$ cat config.mk
export PLATFORM = sky130hd
export DESIGN_NAME = exe_alu_flat
export DESIGN_NICKNAME = d
export VERILOG_FILES = /design/src/source/exe_pkg.sv /design/src/source/exe_op_if.sv /design/src/source/exe_alu.sv /design/src/flat_wrapper.sv
export VERILOG_INCLUDE_DIRS = /design/src /design/src/source
export SDC_FILE = /design/constraint.sdc
export NUM_CORES = 1
export LEC_CHECK = 0
export ABC_CLOCK_PERIOD_IN_PS = 6750
export BUFFER_PORTS_ARGS = -buffer_cell sky130_fd_sc_hd__buf_2
export CORE_MARGIN = 8
export CORE_UTILIZATION = 45
export DETAILED_ROUTE_END_ITERATION = 8
export PLACE_DENSITY = 0.67
export SLEW_MARGIN = 10
export SYNTH_ARGS = -nofsm -noshare
export SYNTH_HDL_FRONTEND = slang
export SYNTH_SLANG_ARGS = --single-unit
$ cat constraint.sdc
create_clock -name vclk -period 6.75
set_input_delay 1.0125 -clock vclk [all_inputs]
set_output_delay 1.0125 -clock vclk [all_outputs]
set_load 0.03 [all_outputs]
$ cat src/source/exe_params.svh
`ifndef EXE_PARAMS_SVH
`define EXE_PARAMS_SVH

// datapath and field widths
`define XLEN        32
`define REG_ADDR_W  5
`define ALU_OP_W    12
`define IMM_W       16
`define EXCODE_W    5

// exception codes, MIPS cause encoding
`define EX_NONE     5'd0
`define EX_ADEL     5'd4
`define EX_ADES     5'd5
`define EX_OV       5'd12

`endif

$ cat src/source/exe_pkg.sv
`include "exe_params.svh"

package exe_pkg;

    typedef logic [`XLEN-1:0]       word_t;
    typedef logic [`REG_ADDR_W-1:0] reg_addr_t;
    // one-hot, bit 0 is add up to bit 11 lui
    typedef logic [`ALU_OP_W-1:0]   alu_op_t;
    typedef logic [`IMM_W-1:0]      imm_t;
    typedef logic [`EXCODE_W-1:0]   excode_t;
    // 0 byte, 1 half, 2 word
    typedef logic [1:0]             mem_size_t;

    typedef enum logic [1:0] {SRC1_RS, SRC1_SA, SRC1_PC} src1_sel_e;

    typedef enum logic [1:0] {SRC2_RT, SRC2_SIMM, SRC2_ZIMM, SRC2_EIGHT} src2_sel_e;

    typedef enum logic [3:0] {
        MEM_NONE, MEM_LB, MEM_LBU, MEM_LH, MEM_LHU, MEM_LW, MEM_SB, MEM_SH, MEM_SW
    } mem_op_e;

    typedef enum logic [2:0] {
        MD_NONE, MD_MULT, MD_MULTU, MD_MTHI, MD_MTLO, MD_MFHI, MD_MFLO
    } md_op_e;

    typedef enum logic {REQ_IDLE, REQ_WAIT} req_state_e;

endpackage

$ cat src/source/exe_op_if.sv
`timescale 1ns/1ps

interface exe_op_if;
    import exe_pkg::*;

    // stage state
    logic      valid;
    logic      fresh;
    // latched instruction fields
    alu_op_t   alu_op;
    src1_sel_e src1_sel;
    src2_sel_e src2_sel;
    logic      ov_check;
    mem_op_e   mem_op;
    md_op_e    md_op;
    logic      gr_we;
    reg_addr_t dest;
    imm_t      imm;
    word_t     rs_value;
    word_t     rt_value;
    word_t     pc;

    modport stage (
        output valid, fresh, alu_op, src1_sel, src2_sel, ov_check, mem_op, md_op,
        output gr_we, dest, imm, rs_value, rt_value, pc
    );

    modport user (
        input valid, fresh, alu_op, src1_sel, src2_sel, ov_check, mem_op, md_op,
        input gr_we, dest, imm, rs_value, rt_value, pc
    );

endinterface

$ cat src/source/exe_alu.sv
`timescale 1ns/1ps
`include "exe_params.svh"

module exe_alu (
    exe_op_if.user         op,
    output exe_pkg::word_t result,
    output logic           overflow
);
    import exe_pkg::*;

    word_t      src1;
    word_t      src2;
    word_t      adder_b;
    word_t      sum;
    logic       carry;
    logic       adder_cin;
    logic       slt_bit;
    logic [4:0] shamt;

    always_comb begin
        case (op.src1_sel)
            SRC1_SA: src1 = {{(`XLEN-5){1'b0}}, op.imm[10:6]};
            SRC1_PC: src1 = op.pc;
            default: src1 = op.rs_value;
        endcase
    end

    always_comb begin
        case (op.src2_sel)
            SRC2_SIMM:  src2 = {{(`XLEN-`IMM_W){op.imm[`IMM_W-1]}}, op.imm};
            SRC2_ZIMM:  src2 = {{(`XLEN-`IMM_W){1'b0}}, op.imm};
            SRC2_EIGHT: src2 = word_t'(8);
            default:    src2 = op.rt_value;
        endcase
    end

    // sub, slt and sltu share the adder as a subtractor
    assign adder_cin = op.alu_op[1] | op.alu_op[2] | op.alu_op[3];
    assign adder_b   = adder_cin ? ~src2 : src2;
    assign {carry, sum} = {1'b0, src1} + {1'b0, adder_b} + {{`XLEN{1'b0}}, adder_cin};

    assign slt_bit = (src1[`XLEN-1] & ~src2[`XLEN-1])
                   | (~(src1[`XLEN-1] ^ src2[`XLEN-1]) & sum[`XLEN-1]);

    // signed overflow, operands agree in sign but the sum does not
    assign overflow = (op.alu_op[0] | op.alu_op[1])
                    & (src1[`XLEN-1] == adder_b[`XLEN-1])
                    & (sum[`XLEN-1] != src1[`XLEN-1]);

    assign shamt = src1[4:0];

    always_comb begin
        result = '0;
        if (op.alu_op[0] | op.alu_op[1]) result |= sum;
        if (op.alu_op[2])  result |= {{(`XLEN-1){1'b0}}, slt_bit};
        // borrow out means src1 below src2
        if (op.alu_op[3])  result |= {{(`XLEN-1){1'b0}}, ~carry};
        if (op.alu_op[4])  result |= src1 & src2;
        if (op.alu_op[5])  result |= ~(src1 | src2);
        if (op.alu_op[6])  result |= src1 | src2;
        if (op.alu_op[7])  result |= src1 ^ src2;
        if (op.alu_op[8])  result |= src2 << shamt;
        if (op.alu_op[9])  result |= src2 >> shamt;
        if (op.alu_op[10]) result |= word_t'($signed(src2) >>> shamt);
        if (op.alu_op[11]) result |= {src2[15:0], 16'b0};
    end

endmodule

$ cat src/flat_wrapper.sv
// flat-port wrapper written by rule: the top's interface ports become plain ports
module exe_alu_flat import exe_pkg::*;
  (result, overflow, op_valid, op_fresh, op_alu_op, op_src1_sel, op_src2_sel, op_ov_check, op_mem_op, op_md_op, op_gr_we, op_dest, op_imm, op_rs_value, op_rt_value, op_pc);
  exe_op_if op_i ();
  output exe_pkg::word_t result;
  output logic overflow;
  input wire logic [$bits(op_i.valid)-1:0] op_valid;
  input wire logic [$bits(op_i.fresh)-1:0] op_fresh;
  input wire logic [$bits(op_i.alu_op)-1:0] op_alu_op;
  input wire logic [$bits(op_i.src1_sel)-1:0] op_src1_sel;
  input wire logic [$bits(op_i.src2_sel)-1:0] op_src2_sel;
  input wire logic [$bits(op_i.ov_check)-1:0] op_ov_check;
  input wire logic [$bits(op_i.mem_op)-1:0] op_mem_op;
  input wire logic [$bits(op_i.md_op)-1:0] op_md_op;
  input wire logic [$bits(op_i.gr_we)-1:0] op_gr_we;
  input wire logic [$bits(op_i.dest)-1:0] op_dest;
  input wire logic [$bits(op_i.imm)-1:0] op_imm;
  input wire logic [$bits(op_i.rs_value)-1:0] op_rs_value;
  input wire logic [$bits(op_i.rt_value)-1:0] op_rt_value;
  input wire logic [$bits(op_i.pc)-1:0] op_pc;
  assign op_i.valid = op_valid;
  assign op_i.fresh = op_fresh;
  assign op_i.alu_op = op_alu_op;
  assign op_i.src1_sel = op_src1_sel;
  assign op_i.src2_sel = op_src2_sel;
  assign op_i.ov_check = op_ov_check;
  assign op_i.mem_op = op_mem_op;
  assign op_i.md_op = op_md_op;
  assign op_i.gr_we = op_gr_we;
  assign op_i.dest = op_dest;
  assign op_i.imm = op_imm;
  assign op_i.rs_value = op_rs_value;
  assign op_i.rt_value = op_rt_value;
  assign op_i.pc = op_pc;
  exe_alu u_core (.op(op_i), .result(result), .overflow(overflow));
endmodule
**Word-level counts from Yosys, hierarchy flattened**

Index checks and enable logic that the tools add are counted.

- Register bits after elaboration: 0
- Input port bits: 144
- Output and inout bits: 33
- Logic and storage cells: 53

- Add/subtract/negate cells: 2
- Equality and inequality tests: 7
- Shifts and indexed selects: 3
- Muxes and demuxes: 14
- Bitwise gates (word level): 27

Operator list:

| kind | count |
|---|---|
| 32-bit 2-to-1 mux | 12 |
| 32-bit bitwise OR | 9 |
| 32-bit case mux with 3 select lines | 1 |
| 32-bit inverter | 2 |
| 32-bit by 1-bit bitwise OR with 32-bit output | 2 |
| 32-bit case mux with 2 select lines | 1 |
| 32-bit by 32-bit adder with 33-bit output | 1 |
| 33-bit by 1-bit adder with 33-bit output | 1 |
| 32-bit AND | 1 |
| 32-bit by 5-bit left shift with 32-bit output | 1 |
| 32-bit by 5-bit >> shifter with 32-bit output | 1 |
| 32-bit by 5-bit >>> shifter with 32-bit output | 1 |
| 32-bit XOR | 1 |
| 2-bit equality test (second input constant) | 3 |
| 1-bit AND | 4 |
| 2-bit by 1-bit equality test with 1-bit output (second input constant) | 2 |
| 1-bit bitwise OR | 4 |
| 1-bit inverter | 3 |
| 1-bit equality test | 1 |
| 1-bit != test | 1 |
| 1-bit XOR | 1 |

**Logic depth before layout (Yosys ltp)**

Gate-level depths: netlist (run 1).

- Depth after elaboration: 28
- Gate-level depth with buffers: 18
- Gate-level depth less buffers: 14

**Worst setup path before layout (run 1)**

No wires, ideal clock.

- Path type: input -> output
- From: input op_src1_sel[0]
- To: output result[26]
- Arrival: 4.795 ns
- Data required time: 5.738 ns
- Path slack: 0.943 ns
- Stages on the path: 17
- Buffers on the path: 5
- Path through: inv_1 > ha_1 > buf_4 > o21ai_0 > clkbuf_1 > clkbuf_1 > clkbuf_1 > buf_2 > ha_1 > a21o_1 > a21oi_1 > a211oi_1 > o2111a_1 > o211a_1 > o31ai_1 > xor2_1 > o2111ai_1

- Word-level cells in the longest chain between the ends: 25
- Elaborated cells between the ends (all ways): 33
- Those cells by class: 2 x add/sub; 2 x eq/ne; 3 x shift; 12 x mux; 14 x bitwise

RTL lines:

| item | RTL line | source |
|---|---|---|
| start, declared | flat_wrapper.sv:10 | `input wire logic [$bits(op_i.src1_sel)-1:0] op_src1_sel;` |
| 2-bit equality test or 2-bit by 1-bit equality test with 1-bit output (tied branches) | exe_alu.sv:21 | `case (op.src1_sel)` |
| 32-bit case mux with 2 select lines * | exe_alu.sv:21 |  |
| 32-bit by 32-bit adder with 33-bit output | exe_alu.sv:40 | `` assign {carry, sum} = {1'b0, src1} + {1'b0, adder_b} + {{`XLEN{1'b0}}, adder_cin}; `` |
| 33-bit by 1-bit adder with 33-bit output | exe_alu.sv:40 |  |
| 32-bit 2-to-1 mux | exe_alu.sv:54 | `if (op.alu_op[0] \| op.alu_op[1]) result \|= sum;` |
| 32-bit by 1-bit bitwise OR with 32-bit output | exe_alu.sv:55 | `` if (op.alu_op[2]) result \|= {{(`XLEN-1){1'b0}}, slt_bit}; `` |
| 32-bit 2-to-1 mux | exe_alu.sv:55 |  |
| 32-bit by 1-bit bitwise OR with 32-bit output | exe_alu.sv:57 | `` if (op.alu_op[3]) result \|= {{(`XLEN-1){1'b0}}, ~carry}; `` |
| [... 9 more ...] | -- |  |
| 32-bit bitwise OR | exe_alu.sv:62 | `if (op.alu_op[8]) result \|= src2 << shamt;` |
| 32-bit 2-to-1 mux | exe_alu.sv:62 |  |
| 32-bit bitwise OR | exe_alu.sv:63 | `if (op.alu_op[9]) result \|= src2 >> shamt;` |
| 32-bit 2-to-1 mux | exe_alu.sv:63 |  |
| 32-bit bitwise OR | exe_alu.sv:64 | `if (op.alu_op[10]) result \|= word_t'($signed(src2) >>> shamt);` |
| 32-bit 2-to-1 mux * | exe_alu.sv:64 |  |
| 32-bit bitwise OR | exe_alu.sv:65 | `if (op.alu_op[11]) result \|= {src2[15:0], 16'b0};` |
| 32-bit 2-to-1 mux * | exe_alu.sv:65 |  |
| end, declared | flat_wrapper.sv:5 | `output exe_pkg::word_t result;` |

Mark *: on every way between the ends. The rest lies on a longest branch, timed or not.

**Worst setup path after layout (run 1)**

- From: input op_src2_sel[1]
- To: output result[30]

- Word-level cells in the longest chain between the ends: 27
- Elaborated cells between the ends (all ways): 36
- Those cells by class: 2 x add/sub; 3 x eq/ne; 3 x shift; 13 x mux; 15 x bitwise

RTL lines:

| item | RTL line | source |
|---|---|---|
| start, declared | flat_wrapper.sv:11 | `input wire logic [$bits(op_i.src2_sel)-1:0] op_src2_sel;` |
| 2-bit equality test or 2-bit by 1-bit equality test with 1-bit output (tied branches) | exe_alu.sv:29 | `case (op.src2_sel)` |
| 32-bit case mux with 3 select lines * | exe_alu.sv:29 |  |
| 32-bit inverter | exe_alu.sv:39 | `assign adder_b = adder_cin ? ~src2 : src2;` |
| 32-bit 2-to-1 mux | exe_alu.sv:39 |  |
| 32-bit by 32-bit adder with 33-bit output | exe_alu.sv:40 |  |
| 33-bit by 1-bit adder with 33-bit output | exe_alu.sv:40 |  |
| 32-bit 2-to-1 mux | exe_alu.sv:54 |  |
| 32-bit by 1-bit bitwise OR with 32-bit output | exe_alu.sv:55 |  |
| [... 11 more ...] | -- |  |
| 32-bit bitwise OR | exe_alu.sv:62 |  |
| 32-bit 2-to-1 mux | exe_alu.sv:62 |  |
| 32-bit bitwise OR | exe_alu.sv:63 |  |
| 32-bit 2-to-1 mux | exe_alu.sv:63 |  |
| 32-bit bitwise OR | exe_alu.sv:64 |  |
| 32-bit 2-to-1 mux | exe_alu.sv:64 |  |
| 32-bit bitwise OR | exe_alu.sv:65 |  |
| 32-bit 2-to-1 mux * | exe_alu.sv:65 |  |

Marked as above.

==> reports/qor_table.md, run 1 <==
| Metric | Value |
| --- | --- |
| Overall fraction of global-route tracks in use | 38.16% |
| Wire length of the first global-routing pass | 69,970 um |
| DRT Pass-1 Iters | 7 |
| Max-slew violations | 0 |
| Hold-fix buffer count after cts | 0 |
| Worst hold start | op_alu_op[2] |
| Worst-case setup slack after placement | 0.6321 ns |
| Actual transition at the worst max-transition pin | 1.044 ns |
| Worst Path Max Fanout | 16 |
| Fin crit period | 6.288 ns |
| Data arrival time of the critical path | 5.28 ns |
| Number of gates resized after cts | 0 |
| Post-CTS setup buffer count | 0 |
| Yosys cell types | 82 |
| Total Wirelength | 48,590 um |
| Clock buffer count | 0 |
| Worst Hold Path Cells | 4 |
| Starting density of the core | 45.93% |
| Required time of the critical path | 5.74 ns |
| RSZ-0062 raised after global routing | no |
| Cell at the slowest stage of the critical path | o21ai_0 |
| Count of endpoints failing setup in the final report | 0 |
| CP top delay family | compound AO/OA/AOI/OAI gates |
| Ratio of cells with drive above 1 in the final layout | 21.32% |
| Kind of start point of the critical path | input pin |
| Sequential cell area fraction in the yosys report | 0% |
| Slowest stage delay, CP | 0.81 ns |
| Static leakage | 4.633 nW |
| Die Footprint | 24,630 um^2 |
| P&R area growth vs syn | 12.55% |
| Number of endpoints with negative hold slack in the final report | 0 |
| Number of max-cap violations | 0 |
| Placed cell areas | 10,060 um^2 |
| Placer Congestion | 1.104 |
| Mean area per synthesized cell | 7.135 um^2 |
| Total vias in the final route | 11,250 |
| Max VDD drop | 0.07469 mV |
| Dpl hpwl | 39,400 um |
| Layout Cell Area excl Fill | 10,060 um^2 |
| Total power divided by cell area | 171.0 nW/um^2 |
| Element type at the critical path end | output pin |
| Number of violations reported at the end of detailed-routing iteration 0 | 1,306 |
| Top-Level Pins | 177 |
| Antenna violations before repair | 1 |
| Number of standard cells after synthesis | 1,253 |
| Std cell rows | 51 |
| Vertical extent of the die | 156.9 um |
| Worst setup path class | in -> out |
| Nets@finish | 1,620 |
| Accumulated negative setup slack | 0 ns |
| Overall die width | 156.9 um |
| Pin count of the biggest net entering global routing | 65 |
| Count of nets left with antenna violations after detail routing | 0 |
| Overflow after GRT | 0 |
| Min-Delay Endpoint | result[0] |
| Final core utilization | 51.70% |
| Via count of the first global-routing pass | 10,640 |
| Net count of the mapped netlist | 1,497 |
| Number of DRC violations after detailed routing | 0 |
| Most numerous cell on the critical path | buf_2 |
| Count of flip-flops and latches | 0 |
| Smallest setup slack after layout | 0.4617 ns |
| Sum of buffers and inverters on the critical path | 2 |
| Number of antenna diodes | 0 |
| Sequential Area | 0 um^2 |
| Netlist Area Pre-Place | 8940 um^2 |
| Outcome | finished clean |
| Synth warnings | 0 |
| Worst hold path type | in -> out |
| Ordered cell list for the critical path | buf_2 -> mux2i_1 -> o21ai_0 -> xnor2_1 -> ha_1 -> nand2_1 -> or2_2 -> a211oi_1 -> o2111a_1 -> o211ai_1 -> a21oi_1 -> xor2_1 -> a211o_1 -> buf_2 |
| Via-to-Cell Ratio | 6.861 |
| Routed length per instance | 29.64 um |
| Port-buffer cells | 161 |
| Achievable Freq | 0.1590 GHz |
| Core region area | 19,460 um^2 |
| Period utilisation layout | 93.16% |
| Worst-case headroom to the max-slew limit | 30.12% |
==> cell usage after synthesis (all sizes together) (9+ instances only) <==
cell type	n	area (um^2)
and2	10	62.56
nand2	108	407.9
or2	10	62.56
a21oi	84	431.7
nor2	92	347.8
a221oi	28	264.0
clkbuf	48	180.2
a211o	12	105.1
o211ai	25	187.7
nand3	30	150.1
ha	99	1239
a22oi	33	247.7
or3	10	62.56
nor4	9	62.56
inv	76	285.3
a211oi	27	202.7
mux2	30	337.8
a22o	27	236.5
o21ai	67	346.6
buf	50	321.6
a21o	18	135.1
xnor2	44	385.4
xor2	16	140.1
o2bb2ai	12	130.1
nor3	15	75.07
o31ai	10	75.07
nand2b	13	81.33
mux2i	138	1381
o22ai	16	106.4
==> where the power goes <==
| group | switching, mW | internal (mW) |
|---|---|---|
| sequential | 0 | 0 |
| combinational | 1.13 | 0.591 |
| clock | 0 | 0 |
==> stage by stage <==
step | cells | hold WS (ns) | power (mW)
3_3_place_gp | 1639 | 2.531 | 1.639
3_5_place_dp | 1639 | 2.531 | 1.647
5_1_grt | 1639 | 2.536 | 1.798
6_report | 1639 | 2.528 | 1.721
2_1_floorplan | 1253 | 2.398 | 1.094
4_1_cts | 1639 | 2.530 | 1.655
==> layout make-up <==
cell class	count	area (um^2)
fillers	2005	9400
inverters	76	285.3
multi-input cells	1079	8179
well taps	265	331.6
repair buffers	219	1266
==> per-layer routing <==
| metal | vias to the layer above | global-route usage (%) | wire (um) | part of all wire [%] |
|---|---|---|---|---|
| met5 | - | 0 | 17 | 0.035 |
| met3 | 171 | 9.679 | 5638 | 12 |
| met2 | 712 | 57.26 | 20490 | 42 |
| met4 | 2 | 20.55 | 3031 | 6.2 |
| met1 | 5374 | 49.12 | 19410 | 40 |
| li1 | 4986 | - | - | - |
==> worst max-delay path by stage <==
| stage | cells after the start | startpoint | slack [ns] | end |
|---|---|---|---|---|
| after global routing | 17 | op_src2_sel[0] | 0.32 | result[29] |
| after CTS | 17 | op_src2_sel[0] | 0.61 | result[23] |
| after detailed placement | 16 | op_src1_sel[0] | 0.63 | result[0] |
| after floorplan | 17 | op_src1_sel[0] | 0.94 | result[26] |
| after global placement | 16 | op_src2_sel[1] | 0.66 | result[23] |
| final | 14 | op_src2_sel[1] | 0.46 | result[30] |
==> cell usage in the layout, fill, tap and decap left out, types with 5 or more instances in the layout <==
| master | count |
|---|---|
| a211o_1 | 12 |
| a211oi_1 | 27 |
| a21o_1 | 18 |
| a21oi_1 | 81 |
| a221o_1 | 5 |
| a221oi_1 | 25 |
| a22o_1 | 27 |
| a22oi_1 | 33 |
| a31oi_1 | 7 |
| and2_1 | 10 |
| buf_2 | 161 |
| buf_4 | 56 |
| ha_1 | 98 |
| inv_1 | 71 |
| inv_2 | 5 |
| mux2_2 | 30 |
| mux2i_1 | 138 |
| nand2_1 | 107 |
| nand2b_1 | 13 |
| nand3_1 | 30 |
| nor2_1 | 91 |
| nor3_1 | 14 |
| nor4_1 | 8 |
| o2111ai_1 | 6 |
| o211ai_1 | 25 |
| o21ai_0 | 62 |
| o221ai_1 | 8 |
| o22ai_1 | 15 |
| o2bb2ai_1 | 8 |
| o311ai_0 | 6 |
| o31ai_1 | 10 |
| or2_2 | 10 |
| or3_1 | 10 |
| xnor2_1 | 44 |
| xor2_1 | 16 |
==> cell families after synthesis <==
kind of cell	synth area share (%)
xor+xnor	5.878
mux	19.99
buf+inv	8.803
simple gates	15.98
fa+ha+maj	14.08
compound gates	35.27
Power figures use the tool's default switching activity.
==> run 2: changes to the inputs <==
--- a/config.mk
+++ b/config.mk
@@ -8,10 +8,12 @@
 export LEC_CHECK = 0
 export ABC_CLOCK_PERIOD_IN_PS = 6750
 export BUFFER_PORTS_ARGS = -buffer_cell sky130_fd_sc_hd__buf_2
+export CORE_ASPECT_RATIO = 2
 export CORE_MARGIN = 8
 export CORE_UTILIZATION = 45
 export DETAILED_ROUTE_END_ITERATION = 8
 export PLACE_DENSITY = 0.67
+export RECOVER_POWER = 100
 export SLEW_MARGIN = 10
 export SYNTH_ARGS = -nofsm -noshare
 export SYNTH_HDL_FRONTEND = slang
==> run 2 against run 1 <==
  * Global-route usage up 2.1 points
  * First-iteration DRC count fell by 3.5%
  * Non-clock buffer count is 21 higher
  * Largest power group unchanged
  * Cell area grew 1.2%
  * Critical endpoint is now result[7]
  * Via count up 0.69%
  * Highest routed layer is now met4
  * Critical path depth down 2
  * Largest cell class unchanged
  * Hold slack improved by 0.044 ns
  * Routed wire length is 6.3% higher
  * Count of clock-buffer cells in the layout unchanged
  * Fmax decreased by 3.1%
==> reports/qor_table.md, run 2 (same netlist as run 1, synthesis figures left out) <==
| Metric | Value | Delta |
| --- | --- | --- |
| Fin crit period | 6.492 ns | +0.2033 ns |
| P&R area growth vs syn | 13.90% |  |
| Achievable Freq | 0.1540 GHz | -3.1% |
| Overall die width | 115.7 um | -26% |
| Port-buffer cells | 161 | unchanged |
| Number of gates resized after cts | 0 | unchanged |
| Max VDD drop | 0.08732 mV | +17% |
| Leading cell types in the layout, fill and taps excluded | mux2i_1 (138), buf_2 (138), nand2_1 (107) |  |
| Number of violations reported at the end of detailed-routing iteration 0 | 1,260 | -3.5% |
| Wire length of the first global-routing pass | 73,850 um | +5.6% |
| Worst setup path class | in -> out |  |
| Ratio of cells with drive above 1 in the final layout | 20.93% | -0.39 points |
| Number of endpoints with negative hold slack in the final report | 0 | unchanged |
| RSZ-0062 raised after global routing | no |  |
| Top-Level Pins | 177 | unchanged |
| Period utilisation layout | 96.17% | +3.0 points |
| Slowest stage delay, CP | 0.75 ns | -0.06 ns |
| Number of max-cap violations | 0 | unchanged |
| Outcome | finished clean |  |
| Accumulated negative setup slack | 0 ns | unchanged |
| Pin count of the biggest net entering global routing | 55 | -15% |
| Worst hold start | op_alu_op[2] |  |
| Number of logic stages on the critical path including buffering | 12 | -2 |
| Max-slew violations | 0 | unchanged |
| Starting density of the core | 45.31% | -0.62 points |
| Clock buffer count | 0 | unchanged |
| Std cell rows | 73 | +43% |
| Worst Path Max Fanout | 34 | +18 |
| Total vias in the final route | 11,320 | +0.69% |
| Antenna violations before repair | 0 | -1 |
| Nets@finish | 1,641 | +1.3% |
| Count of nets left with antenna violations after detail routing | 0 | unchanged |
| Static leakage | 4.701 nW | +1.5% |
| Required time of the critical path | 5.74 ns | about the same |
| Count of flip-flops and latches | 0 | unchanged |
| Element type at the critical path end | output pin |  |
| Worst Hold Path Cells | 4 | unchanged |
| Vertical extent of the die | 215.3 um | +37% |
| Worst hold path type | in -> out |  |
| Hold-fix buffer count after cts | 0 | unchanged |
| Total Wirelength | 51,660 um | +6.3% |
| Ordered cell list for the critical path | buf_2 -> inv_1 -> ha_2 -> buf_4 -> o21ai_4 -> inv_1 -> buf_4 -> mux2i_1 -> o22ai_1 -> a21oi_1 -> o221ai_1 -> clkbuf_2 |  |
| Die Footprint | 24,910 um^2 | +1.1% |
| Total placed cells including tap cells | 1,657 | +1.1% |
| Cell at the slowest stage of the critical path | inv_1 |  |
| Post-CTS setup buffer count | 0 | unchanged |
| Via count of the first global-routing pass | 11,270 | +5.9% |
| Dpl hpwl | 41,540 um | +5.4% |
| Data arrival time of the critical path | 5.48 ns | +0.20 ns |
| Kind of start point of the critical path | input pin |  |
| Via-to-Cell Ratio | 6.833 | -0.40% |
| Worst-case hold slack | 2.572 ns | +0.04405 ns |
| Core region area | 19,730 um^2 | +1.4% |
| DRT Pass-1 Iters | 6 | -1 |
| Total power divided by cell area | 172.3 nW/um^2 | +0.74% |
| Number of antenna diodes | 0 | unchanged |
| Actual transition at the worst max-transition pin | 1.097 ns | +0.05307 ns |
| Sequential Area | 0 um^2 | unchanged |
| Count of endpoints failing setup in the final report | 0 | unchanged |
| Layout Cell Area excl Fill | 10,180 um^2 | +1.2% |
| CP top delay family | buffers and inverters |  |
| Min-Delay Endpoint | result[0] |  |
| Sum of buffers and inverters on the critical path | 6 | +4 |
| Worst-case headroom to the max-slew limit | 26.07% | -4.1 points |
| Final instance count without filler cells | 1,657 | +1.1% |
| Routed length per instance | 31.17 um | +5.2% |
| Placer Congestion | 1.115 | +1.0% |
| Overflow after GRT | 0 | unchanged |
| Placed cell areas | 10,220 um^2 | +1.5% |
| Overall fraction of global-route tracks in use | 40.30% | +2.1 points |
| Number of DRC violations after detailed routing | 0 | unchanged |
==> run 2: cell types whose count changed in the layout (fill, tap and decap cells not counted), sizes merged <==
cell,before,now
buf,219,214
clkbuf,0,26
==> run 2: worst max-delay path by stage <==
stage            endpoint           start  slack [ns]
5_1_grt        result[29]  op_src1_sel[0]        0.12
3_5_place_dp   result[28]  op_src1_sel[0]        0.40
6_report        result[7]  op_src1_sel[0]        0.26
4_1_cts        result[28]  op_src1_sel[0]        0.37
2_1_floorplan  result[26]  op_src1_sel[0]        0.94
3_3_place_gp   result[28]  op_src1_sel[0]        0.44
==> run 2: area by class of cell <==
cell class,count,area (um^2)
fill,2138,9547
inverter,76,285.3
multi-input combinational,1079,8179
tap,262,327.8
timing repair buffer,240,1390
==> run 2: metrics by stage <==
stage / worst slack [ns] / total power, mW / utilization, %
floorplan: 0.9426 / 1.094 / -
global placement: 0.4436 / 1.674 / 51.78
detailed placement: 0.3990 / 1.682 / 51.78
CTS: 0.3727 / 1.690 / 51.78
global route: 0.1182 / 1.839 / 51.61
finish: 0.2584 / 1.755 / 51.61
==> run 2: worst min-delay path, stage by stage <==
cell,delay (ns)
buf_2,0.13
nand2b_1,0.07
o221ai_1,0.15
buf_2,0.21
==> run 2: power breakdown <==
| group | internal [mW] | switching [mW] |
|---|---|---|
| clock | 0 | 0 |
| combinational | 0.603 | 1.15 |
| sequential | 0 | 0 |
==> run 2: per-layer routing <==
metal	vias to the layer above	track usage [%]	share of wire, %
met3	237	8.567	9.2
met2	723	67.10	47
met1	5345	42.29	34
li1	5018	-	-
met4	0	32.56	9.7
met5	-	0	0
